==> config.mk <==
export PLATFORM = sky130hd
export DESIGN_NAME = radio_atr_ctrl
export DESIGN_NICKNAME = d
export VERILOG_FILES = /design/src/b200_fe_pkg.sv /design/src/radio_atr_ctrl.sv
export SDC_FILE = /design/constraint.sdc
export NUM_CORES = 1
export LEC_CHECK = 0
export ABC_AREA = 0
export BUFFER_PORTS_ARGS = -buffer_cell sky130_fd_sc_hd__buf_2
export CAP_MARGIN = 20
export CORE_AREA = 10 10 47 49
export DETAILED_ROUTE_END_ITERATION = 10
export DIE_AREA = 0 0 57 59
export PLACE_DENSITY_LB_ADDON = 0.05
export SLEW_MARGIN = 20
export SYNTH_ARGS = -nofsm -noshare
export SYNTH_HDL_FRONTEND = slang
export SYNTH_SLANG_ARGS = --single-unit
export TNS_END_PERCENT = 5
==> constraint.sdc <==
create_clock -name bus_clk -period 0.8 [get_ports bus_clk]
set_input_delay 0.08 -clock bus_clk [delete_from_list [all_inputs] [get_ports bus_clk]]
set_output_delay 0.08 -clock bus_clk [all_outputs]
set_load 0.01 [all_outputs]
==> src/b200_fe_pkg.sv <==
// Frontend definitions for the two-radio board
// ATR state code and pin positions inside ATR and misc words

package b200_fe_pkg;

   localparam int unsigned n_radios = 2;  // Radios on the board
   localparam int unsigned atr_w    = 8;  // Bits per ATR control word

   // Radio activity, value doubles as ATR register offset
   typedef enum logic [1:0] {
      idle        = 2'd0,
      rx_only     = 2'd1,
      tx_only     = 2'd2,
      full_duplex = 2'd3
   } atr_state_t;

   // ATR word layout, msb first
   localparam int unsigned fe_bit_tx_enable   = 7;
   localparam int unsigned fe_bit_sfdx_rx     = 6;  // Full duplex switch, rx side
   localparam int unsigned fe_bit_sfdx_tx     = 5;
   localparam int unsigned fe_bit_srx_rx      = 4;  // Rx-only switch
   localparam int unsigned fe_bit_srx_tx      = 3;
   localparam int unsigned fe_bit_led_rx      = 2;
   localparam int unsigned fe_bit_led_txrx_rx = 1;
   localparam int unsigned fe_bit_led_txrx_tx = 0;

   // Misc outputs layout
   localparam int unsigned misc_bit_swap_atr_n   = 8;  // Low swaps radios onto frontends
   localparam int unsigned misc_bit_tx_bandsel_a = 7;
   localparam int unsigned misc_bit_tx_bandsel_b = 6;
   localparam int unsigned misc_bit_rx_bandsel_a = 5;
   localparam int unsigned misc_bit_rx_bandsel_b = 4;
   localparam int unsigned misc_bit_rx_bandsel_c = 3;
   localparam int unsigned misc_bit_spare        = 2;  // Free for reuse
   localparam int unsigned misc_bit_mimo         = 1;
   localparam int unsigned misc_bit_ref_sel      = 0;

endpackage : b200_fe_pkg

==> src/radio_atr_ctrl.sv <==
// Per-radio ATR control
// Picks one of four programmed frontend words from the run levels

`timescale 1ns/1ps

module radio_atr_ctrl (
   input  logic                           bus_clk,
   input  logic                           bus_rst,
   input  logic                           run_rx,    // Receive chain active
   input  logic                           run_tx,    // Transmit chain active
   input  logic [b200_fe_pkg::atr_w-1:0] atr_idle,
   input  logic [b200_fe_pkg::atr_w-1:0] atr_rx,
   input  logic [b200_fe_pkg::atr_w-1:0] atr_tx,
   input  logic [b200_fe_pkg::atr_w-1:0] atr_fdx,
   output logic [b200_fe_pkg::atr_w-1:0] atr        // Word for the current state
);

   import b200_fe_pkg::*;

   atr_state_t state;

   ////////////////////////////////////////////////////////////////////////////
   // State from run levels
   ////////////////////////////////////////////////////////////////////////////

   // Tx in the upper bit, rx in the lower
   assign state = atr_state_t'({run_tx, run_rx});

   ////////////////////////////////////////////////////////////////////////////
   // Output word
   ////////////////////////////////////////////////////////////////////////////

   always_ff @(posedge bus_clk or posedge bus_rst) begin
      if (bus_rst) begin
         atr <= '0;  // All switches and LEDs off
      end else begin
         case (state)
            idle:        atr <= atr_idle;
            rx_only:     atr <= atr_rx;
            tx_only:     atr <= atr_tx;
            full_duplex: atr <= atr_fdx;
            default:     atr <= atr_idle;
         endcase
      end
   end

   // Never drive a word the host did not program
   a_atr_programmed : assert property (
      @(posedge bus_clk) disable iff (bus_rst)
      $past(!bus_rst) |->
         (atr == $past(atr_idle)) || (atr == $past(atr_rx)) ||
         (atr == $past(atr_tx))   || (atr == $past(atr_fdx))
   ) else $error("ATR output is not one of the programmed words");

endmodule : radio_atr_ctrl

==> results by stage, run 1 <==
Cells and area:
- The count of antenna diodes in the layout is 0.
- At the end of the flow, the number of nets in the layout was 102.
- The largest registers in the layout are atr x8.
- The largest register by flop count is atr.
- The layout has 136 filler cells.
- The fraction of final layout cells with drive strength greater than 1 is 0.8438.
- Once layout is complete, the utilization of the core stands at 0.4714.
- The number of standard cells in the final layout excluding fillers is 80.
- The area added between synthesis and finish is 65.00%.
- The flip-flop count of the largest register after layout is 8.

Clocking:
- After clock tree synthesis, the clock-pin slew on the worst setup and hold paths is 0.05 ns.
- The tree is rooted in a clkbuf_4.
- After clock tree synthesis, the setup repair step added 0 buffers.
- The clock passes through at most 2 buffers.
- The TritonCTS buffer count is 3.
- The maximum level of the CTS H-tree is 1.
- CTS saw 8 sinks.
- TritonCTS built the clock tree.

Hold path:
- The path class of the lowest-slack min-delay path is input port to register.
- The number of instances on the worst hold path is 2.
- The path with the worst hold slack has its endpoint at atr[3]$_DFF_PP0_.
- The hold path startpoint is atr_idle[3].

Floorplan:
- The initial cell density of the core is 0.2857.
- The die covers 3363 sq um.
- The standard-cell row count is 14.
- The die height is 59 microns.
- The core region is 1401 sq um.
- The top-level I/O count is 44.
- The x dimension of the die is 57 microns.

Timing:
- The transition time at the pin with the least slew margin is 0.2741 ns.
- Of the available clock period, the critical path in the final layout requires 1.012.
- The total count of max-transition violations in the final report is 0.
- The tightest hold path in the finished design has a slack of 0.1541 ns.
- The maximum operating frequency is 1.235 GHz.
- The number of setup violations in the final report is 8.
- The final period demand of the worst path is 0.8099 ns.
- The headroom to the max-slew limit is 0.8171.
- Setup repair after global routing could not meet its margin everywhere.
- The total count of hold-check failures in the final report is 0.
- Setup total negative slack on the finished layout was measured at -0.03663 ns.
- The worst-case setup margin in the final layout is -0.009901 ns.

Run status:
- The final reports fail on setup timing.
- The run finished, with violations left.

Synthesis:
- Of the post-synthesis cell area, the part taken by muxes is 0.4500.
- The cell area that synthesis handed to floorplanning was 400.4 sq um.
- Of the total synthesized cell area, the portion taken by full adders, half adders and majority gates is 0.
- The xor and xnor area share after synthesis is 0.
- The Yosys step of the flow raised 0 warnings.
- The area share of and/or/nand/nor cells after synthesis is 0.
- The number of nets handed over by synthesis was 55.
- The compound-cell area share of the yosys netlist came to 0.
- The combinational family with the most area after synthesis is multiplexers.
- The portion of the post-synthesis area used by sequential elements is 0.5000.
- The synthesized design contains 8 register bits.
- The number of library cell types mapped by synthesis is 5.
- The synthesized instance count is 19.
- The mean instance size in the synthesized netlist is 21.07 sq um.

Pwr:
- The worst IR drop on VDD is 0.5431 mV.
- The power per unit of standard cell area is 1497 nW/um^2.
- The leakage dissipation is 0.3394 nW.

Setup path:
- STA classifies the critical path startpoint as a register.
- The slowest cell on the critical path is dfrtp_1.
- Traced cell by cell, the critical path runs through buf_2.
- STA classifies the critical path endpoint as an output pin.
- The delay of the slowest cell on the worst path is 0.35 ns.
- The classification of the worst setup path is register to output pin.
- The number of buffers and inverters on the critical path is 1.
- The critical path arrival is 0.73 ns.
- The gate family responsible for the most delay along the worst path is flip-flops.
- The critical path required time is 0.72 ns.
- Tracing the worst setup path back leads to its startpoint at atr[2]$_DFF_PP0_.
- In this run the worst path has a maximum fanout of 1.

Drt:
- For this run, design rule violations remaining after detail routing come to 0.
- The number of vias per cell is 4.550.
- The number of routed nets with antenna violations is 0.
- The detailed router placed 364 vias in this run.
- The first detailed-routing pass took 2 iterations.
- The detailed router finished its first iteration with 2 violations.
- In the final routed layout, each cell accounts on average for 14.91 microns.
- The final layout contains routed wiring with a total length of 1.193 mm.

GRT:
- The wire length of the first global-routing pass is 1.876 mm.
- Entering global routing, the biggest net connects 9 pins.
- The number of global-route vias before repair is 453.
- After global routing the overflow that remains totals 0.
- For this run, the total global-route usage over all layers was measured as 0.07206.
- The number of antenna violations at the first check in global routing is 0.

Placement:
- Prior to clock tree synthesis, the placed netlist has a worst setup slack of -0.2433 ns.
- The global placer's final weighted congestion is 0.6688.
- In this run the tool buffered the top-level ports with 43 buffer cells.
- The cell count after placement is 76.

Job:
- Across the run, the number of max-cap violations was 0.
-- area by class of cell --
class | count | area, sq um | area share
multi-input cells | 8 | 180.2 | 0.2727
flip-flops and latches | 8 | 200.2 | 0.3030
clock buffers | 3 | 22.52 | 0.03409
repair buffers | 44 | 234.0 | 0.3542
well taps | 16 | 20.02 | 0.03030
inverters | 1 | 3.754 | 0.005682
-- cell usage in the layout, fill, tap and decap left out --
cell | Yosys | layout
buf_2 | 0 | 41
mux4_2 | 8 | 8
dfrtp_1 | 8 | 8
clkbuf_4 | 0 | 4
inv_1 | 1 | 1
dlygate4sd3_1 | 0 | 1
buf_6 | 1 | 1
-- cell families (layout without fill, tap and decap cells) --
| logic type | count (synthesis) | in the layout |
|---|---|---|
| buffers and inverters | 3 | 48 |
| DFF | 8 | 8 |
| muxes | 8 | 8 |
-- how the worst max path moves through the flow --
stage	end	slack (ns)	depth (start not counted)
2_1_floorplan	atr[0]$_DFF_PP0_	-0.0005	2
3_3_place_gp	atr[4]$_DFF_PP0_	-0.24	2
3_5_place_dp	atr[4]$_DFF_PP0_	-0.24	2
4_1_cts	atr[2]	-0.02	1
5_1_grt	atr[6]	-0.05	1
6_report	atr[2]	-0.01	1
-- per-layer routing --
metal / GRT usage / vias to the layer above / wire length, microns
li1: - / 168 / -
met4: 0.05034 / 0 / 27
met1: 0.06965 / 164 / 425
met2: 0.1070 / 28 / 556
met5: 0 / - / 0
met3: 0.05150 / 4 / 183
-- report_power, final --
group | total, mW | switching, mW | internal, mW | leakage [nW]
sequential | 0.455 | 0.00900 | 0.446 | 0.0932
combinational | 0.253 | 0.0932 | 0.159 | 0.232
clock | 0.281 | 0.112 | 0.170 | 0.0138
-- synthesized netlist by cell type, drive strengths merged --
| master | n | area share |
|---|---|---|
| buf | 1 | 0.028 |
| clkbuf | 1 | 0.012 |
| dfrtp | 8 | 0.50 |
| inv | 1 | 0.0094 |
| mux4 | 8 | 0.45 |
-- metrics by stage --
stage	instance area, sq um	total power, mW
6_report	660.6	0.9891
5_1_grt	660.6	1.062
4_1_cts	651.9	0.9963
3_5_place_dp	619.3	0.7090
3_3_place_gp	619.3	0.7085
2_1_floorplan	409.1	0.5886
-- what timing repair did --
item | 4_1_cts | 5_1_grt
hold buffers | 1 | 0
hold endpoints to repair | 8 | 0
cloned | 0 | 0
resized for setup | 0 | 2
setup endpoints to repair | 8 | 9
Note: power is estimated with default switching activity, not from simulation.
==> run 2: changes to the inputs <==
--- a/config.mk
+++ b/config.mk
@@ -8,5 +8,4 @@
 export ABC_AREA = 0
 export BUFFER_PORTS_ARGS = -buffer_cell sky130_fd_sc_hd__buf_2
-export CAP_MARGIN = 20
 export CORE_AREA = 10 10 47 49
 export DETAILED_ROUTE_END_ITERATION = 10
==> constraint.sdc (replaced) <==
create_clock -name bus_clk -period 0.8 [get_ports bus_clk]
set_input_delay 0.24 -clock bus_clk [delete_from_list [all_inputs] [get_ports bus_clk]]
set_output_delay 0.24 -clock bus_clk [all_outputs]
set_load 0.01 [all_outputs]
==> results by stage, run 2 (synthesis gave the netlist of run 1 again) <==
Run status:
- Outcome: complete, but fails checks (unchanged).
- Failing checks: setup timing (unchanged).

Setup path:
- The gate family responsible for the most delay along the worst path is flip-flops (unchanged).
- The number of cells on the critical path came to 1 (unchanged).
- The number of buffers and inverters on the critical path is 1 (unchanged).
- The category of the worst setup path capture point is an output pin (unchanged).
- The capturing element of the worst setup path is atr[2] (unchanged).
- Cells along the critical path: buf_2 (unchanged).
- The slowest cell on the critical path is dfrtp_1 (unchanged).
- The maximum net fanout on the critical path is 1 (unchanged).
- The launching instance or port of the critical path was atr[2]$_DFF_PP0_ (unchanged).
- The delay of the slowest cell on the worst path is 0.35 ns (about the same).
- The critical path required time is 0.56 ns (was 0.72 ns).
- The nature of the critical path startpoint is a register (unchanged).
- The classification of the worst setup path is register to output pin (unchanged).
- The critical path arrival is 0.73 ns (about the same).

Placement:
- The area of placed instances is 619.3 sq um (unchanged).
- The count of buffers from port buffering is 43 (unchanged).
- The global placer's final weighted congestion came to 0.6690 (was 0.6688).
- The pre-CTS setup slack is -0.4033 ns (was -0.2433 ns).

Drt:
- The via count is 367 (was 364).
- The average wire per standard cell came to 14.83 microns (was 14.91 microns).
- The number of search-and-repair iterations in the first detailed-routing pass is 2 (unchanged).
- The number of DRC violations after detailed routing is 0 (unchanged).
- The number of routed nets with antenna violations is 0 (unchanged).
- The number of vias per cell is 4.588 (was 4.550).
- The first-iteration detailed-routing DRC count is 2 (unchanged).
- The aggregate routed wire length came to 1.186 mm (was 1.193 mm).

Clocking:
- The TritonCTS buffer count was 3 (unchanged).
- The clock transition at the registers of the reported paths is 0.05 ns (about the same).
- The number of buffers added for setup after CTS was 0 (unchanged).
- The maximum level of the CTS H-tree was 1 (unchanged).
- The sink count of the clock tree is 8 (unchanged).
- The CTS tree was yes (unchanged).
- The buffer levels on the longest clock path was 2 (unchanged).
- The clock root buffer is clkbuf_4 (unchanged).

Cells and area:
- The fraction of final layout cells with drive strength greater than 1 is 0.8438 (unchanged).
- The flip-flop count of the largest register after layout is 8 (unchanged).
- The count of antenna diodes in the layout is 0 (unchanged).
- The final layout net count was 102 (unchanged).
- The most common library cell in the layout ignoring fill and taps was buf_2 (unchanged).
- The largest register by flop count was atr (unchanged).
- The post-route cell area came to 668.1 sq um (was 660.6 sq um).
- The utilization after layout was 0.4768 (was 0.4714).
- Registers with the highest flip-flop counts: atr x8 (unchanged).
- Top library cells by usage in the layout, fill and taps aside: 41 x buf_2, 8 x mux4_2, 8 x dfrtp_1 (unchanged).
- The area added between synthesis and finish came to 66.88% (was 65.00%).

GRT:
- The wire length of the first global-routing pass is 1.849 mm (was 1.876 mm).
- The number of antenna violations at the first check in global routing is 0 (unchanged).
- The number of global-route vias before repair came to 457 (was 453).
- The total congestion overflow is 0 (unchanged).
- The global-route total usage across every layer is 0.07118 (was 0.07206).
- The pin count of the biggest net entering global routing is 9 (unchanged).

Pwr:
- The worst IR drop on VDD came to 0.5446 mV (was 0.5431 mV).
- The leakage dissipation is 0.3423 nW (was 0.3394 nW).
- The power per unit of standard cell area is 1485 nW/um^2 (was 1497 nW/um^2).

Timing:
- The transition time at the pin with the least slew margin is 0.2739 ns (was 0.2741 ns).
- The worst-case setup margin in the final layout is -0.1706 ns (was -0.009901 ns).
- The total count of max-transition violations in the final report came to 0 (unchanged).
- The total count of hold-check failures in the final report was 0 (unchanged).
- The headroom to the max-slew limit is 0.8172 (was 0.8171).
- Unrepaired setup endpoints after global routing: true (unchanged).
- The number of setup violations in the final report is 8 (unchanged).
- The ratio of final minimum period to clock period is 1.213 (was 1.012).
- The maximum operating frequency is 1.030 GHz (was 1.235 GHz).
- The final period demand of the worst path is 0.9706 ns (was 0.8099 ns).
- The worst slack on hold paths came to 0.3140 ns (was 0.1541 ns).
- The setup TNS is -1.315 ns (was -0.03663 ns).

Floorplan:
- The standard-cell row count came to 14 (unchanged).
- The x dimension of the die is 57 microns (unchanged).
- The die footprint is 3363 sq um (unchanged).
- The initial cell density of the core is 0.2857 (unchanged).
- The core region area was 1401 sq um (unchanged).
- The die height is 59 microns (unchanged).
- The top-level I/O count came to 44 (unchanged).

Job:
- The max-cap violation count is 0 (unchanged).

Hold path:
- The path class of the lowest-slack min-delay path is input port to register (unchanged).
## run 2: final cells by class
| type | count | area, sq um |
|---|---|---|
| sequential | 8 | 200.2 |
| multi-input combinational | 8 | 180.2 |
| timing repair buffer | 44 | 241.5 |
| fill | 134 | 733.2 |
| tap | 16 | 20.02 |
| inverter | 1 | 3.754 |
| clock buffer | 3 | 22.52 |
## run 2: how the worst min path moves through the flow
stage / from / end / slack [ns] / cells past startpoint
after floorplan: bus_rst / atr[0]$_DFF_PP0_ / 0.06 / 1
after global placement: bus_rst / atr[4]$_DFF_PP0_ / 0.19 / 2
after detailed placement: bus_rst / atr[4]$_DFF_PP0_ / 0.18 / 2
after CTS: atr_fdx[3] / atr[3]$_DFF_PP0_ / 0.31 / 2
after global routing: atr_tx[7] / atr[7]$_DFF_PP0_ / 0.30 / 2
final: atr_idle[7] / atr[7]$_DFF_PP0_ / 0.31 / 2
## run 2: per-layer routing
| metal | up-vias | routed length [microns] | track usage |
|---|---|---|---|
| met4 | 0 | 27 | 0.05034 |
| met2 | 28 | 553 | 0.1070 |
| met5 | - | 0 | 0 |
| met1 | 166 | 422 | 0.06716 |
| met3 | 4 | 183 | 0.05150 |
| li1 | 169 | - | - |
## run 2: timing repair
action,CTS,global route
hold endpoints to repair,8,0
pin swaps,0,0
resized for setup,2,2
endpoints found under the setup margin,16,9
hold buffers,1,0
## run 2: where the power goes
group | internal (mW) | total (mW) | switching [mW] | leakage (nW)
Combinational | 0.164 | 0.257 | 0.0929 | 0.235
Sequential | 0.446 | 0.455 | 0.00900 | 0.0932
Clock | 0.170 | 0.280 | 0.110 | 0.0138
Total | 0.780 | 0.992 | 0.212 | 0.342
## run 2: per-stage QoR
step           total power, mW  std cells
2_1_floorplan           0.5886         19
3_3_place_gp            0.7085         76
3_5_place_dp            0.7090         76
4_1_cts                 0.9998         80
5_1_grt                  1.061         80
6_report                0.9922         80
==> run 3: changes to the inputs <==
Settings changed: CELL_PAD_IN_SITES_DETAIL_PLACEMENT set to 0, CELL_PAD_IN_SITES_GLOBAL_PLACEMENT set to 2, CORE_AREA 10 10 47 49 to not set, CORE_ASPECT_RATIO set to 0.6, CORE_UTILIZATION set to 18, DIE_AREA 0 0 57 59 to not set.
==> results by stage, run 3 (synthesis gave the netlist of run 1 again) <==
Timing:
- The total count of max-transition violations in the final report is 0 (unchanged).
- The worst-case setup margin in the final layout came to -0.1456 ns (was -0.1706 ns).
- The maximum operating frequency is 1.058 GHz (was 1.030 GHz).
- The number of setup violations in the final report is 16 (was 8).
- The worst slack on hold paths was 0.3345 ns (was 0.3140 ns).
- Unrepaired setup endpoints after global routing: true (unchanged).
- The headroom to the max-slew limit is 0.8753 (was 0.8172).
- The final period demand of the worst path is 0.9456 ns (was 0.9706 ns).
- The transition time at the pin with the least slew margin came to 0.1871 ns (was 0.2739 ns).
- The ratio of final minimum period to clock period is 1.182 (was 1.213).
- The total count of hold-check failures in the final report is 0 (unchanged).

GRT:
- The wire length of the first global-routing pass is 1.635 mm (was 1.849 mm).
- The pin count of the biggest net entering global routing is 9 (unchanged).
- The number of antenna violations at the first check in global routing is 0 (unchanged).
- The global-route total usage across every layer is 0.09388 (was 0.07118).
- The total congestion overflow is 0 (unchanged).
- The number of global-route vias before repair is 380 (was 457).

Drt:
- The top layer reached by signal wires is met3 (was met4).
- The number of search-and-repair iterations in the first detailed-routing pass was 2 (unchanged).
- The average wire per standard cell is 10.73 microns (was 14.83 microns).
- The number of routed nets with antenna violations is 0 (unchanged).
- The total met2 wirelength after detailed routing is 473 microns (was 553 microns).
- The routed wire length on met3 is 101 microns (was 183 microns).
- The aggregate routed wire length was 998 microns (was 1.186 mm).
- The number of vias per cell is 3.774 (was 4.588).
- The met1 routed wirelength after detailed routing is 423 microns (was 422 microns).
- The via count is 351 (was 367).
- The number of DRC violations after detailed routing is 0 (unchanged).
- The first-iteration detailed-routing DRC count is 4 (was 2).

Cells and area:
- The post-route cell area is 715.7 sq um (was 668.1 sq um).
- The utilization after layout is 0.3639 (was 0.4768).
- The fraction of final layout cells with drive strength greater than 1 is 0.8615 (was 0.8438).
- The final layout net count is 103 (was 102).
- The most common library cell in the layout ignoring fill and taps is buf_2 (unchanged).
- Top library cells by usage in the layout, fill and taps aside: 42 x buf_2, 8 x mux4_2, 8 x dfrtp_1 (was 41 x buf_2, 8 x mux4_2, 8 x dfrtp_1).
- The area taken by multi-input logic gates is 180.2 sq um (unchanged).
- Registers with the highest flip-flop counts: atr x8 (unchanged).
- The total area of sequential cells is 200.2 sq um (unchanged).
- The largest register by flop count is atr (unchanged).
- The number of fill cells came to 203 (was 134).
- The count of antenna diodes in the layout was 0 (unchanged).
- The area added between synthesis and finish is 78.75% (was 66.88%).
- The flip-flop count of the largest register after layout is 8 (unchanged).

Setup path:
- The gate family responsible for the most delay along the worst path is flip-flops (unchanged).
- The critical path required time is 0.56 ns (about the same).
- The number of buffers and inverters on the critical path is 1 (unchanged).
- The classification of the worst setup path is register to output pin (unchanged).
- The critical path arrival is 0.71 ns (was 0.73 ns).
- The delay of the slowest cell on the worst path is 0.35 ns (about the same).
- The nature of the critical path startpoint is a register (unchanged).
- The category of the worst setup path capture point is an output pin (unchanged).
- Cells along the critical path: buf_2 (unchanged).
- The maximum net fanout on the critical path is 1 (unchanged).
- The slowest cell on the critical path is dfrtp_1 (unchanged).

Hold path:
- The path class of the lowest-slack min-delay path was input port to register (unchanged).

Floorplan:
- The top-level I/O count is 44 (unchanged).
- The initial cell density of the core is 0.2036 (was 0.2857).
- The die height is 38.53 microns (was 59 microns).
- The x dimension of the die is 62.89 microns (was 57 microns).
- The core region area is 1967 sq um (was 1401 sq um).
- The standard-cell row count is 12 (was 14).
- The die footprint is 2423 sq um (was 3363 sq um).

Pwr:
- The leakage dissipation was 0.3508 nW (was 0.3423 nW).
- The worst IR drop on VDD was 0.4588 mV (was 0.5446 mV).
- The power per unit of standard cell area came to 1640 nW/um^2 (was 1485 nW/um^2).

Placement:
- The area of placed instances is 654.4 sq um (was 619.3 sq um).
- The global placer's final weighted congestion was 0.5855 (was 0.6690).
- The pre-CTS setup slack was -0.3147 ns (was -0.4033 ns).
- The count of buffers from port buffering is 43 (unchanged).

Clocking:
- The clock root buffer is clkbuf_8 (was clkbuf_4).
- The number of buffers added for setup after CTS was 0 (unchanged).
- The buffer levels on the longest clock path is 2 (unchanged).
- The sink count of the clock tree is 8 (unchanged).
- The maximum level of the CTS H-tree is 1 (unchanged).
- The CTS tree is yes (unchanged).
- The clock transition at the registers of the reported paths came to 0.04 ns (was 0.05 ns).
- The TritonCTS buffer count is 3 (unchanged).

Run status:
- Outcome: complete, but fails checks (unchanged).
- Failing checks: setup timing (unchanged).

Job:
- The max-cap violation count was 0 (unchanged).
==> run 3: cell count changes in the layout (fill, tap and decap cells not counted), sizes merged <==
cell / delta
clkinvlp: +1
buf: +1
inv: -1
==> run 3: stage by stage <==
| stage | TNS [ns] | total power [mW] | cells |
|---|---|---|---|
| 4_1_cts | -1.484 | 1.198 | 93 |
| 5_1_grt | -1.789 | 1.245 | 93 |
| 3_3_place_gp | -2.424 | 0.7215 | 89 |
| 2_1_floorplan | -1.284 | 0.5886 | 19 |
| 6_report | -1.389 | 1.174 | 93 |
| 3_5_place_dp | -2.450 | 0.7197 | 89 |
==> run 3: final timing paths <==
check,from,endpoint,depth (start not counted)
max in group asynchronous,bus_rst,atr[3]$_DFF_PP0_,3
hold / removal,atr_tx[4],atr[4]$_DFF_PP0_,2
setup / recovery,atr[3]$_DFF_PP0_,atr[3],1
min in group asynchronous,bus_rst,atr[5]$_DFF_PP0_,3
==> run 3: what timing repair did <==
action,CTS,global route
endpoints found under the setup margin,16,24
gates resized for setup,1,1
hold buffers,1,0
hold endpoints to repair,8,0
==> run 3: area by class of cell <==
class                   count  area share
repair buffers             45      0.3514
flip-flops and latches      8      0.2797
multi-input cells           8      0.2517
clock buffers               3     0.05769
well taps                  28     0.04895
inverters                   1     0.01049
==> run 3: power by group <==
part           switching [mW]  internal [mW]  total [mW]
clock network           0.133          0.324       0.456
logic                  0.0954          0.166       0.262
registers             0.00818          0.447       0.455
total                   0.236          0.937        1.17
==> run 3: routing by layer <==
metal | up-vias | global-route usage
met5 | - | 0
met4 | 0 | 0.03488
met3 | 0 | 0.02976
met2 | 23 | 0.1667
met1 | 158 | 0.1091
li1 | 170 | -
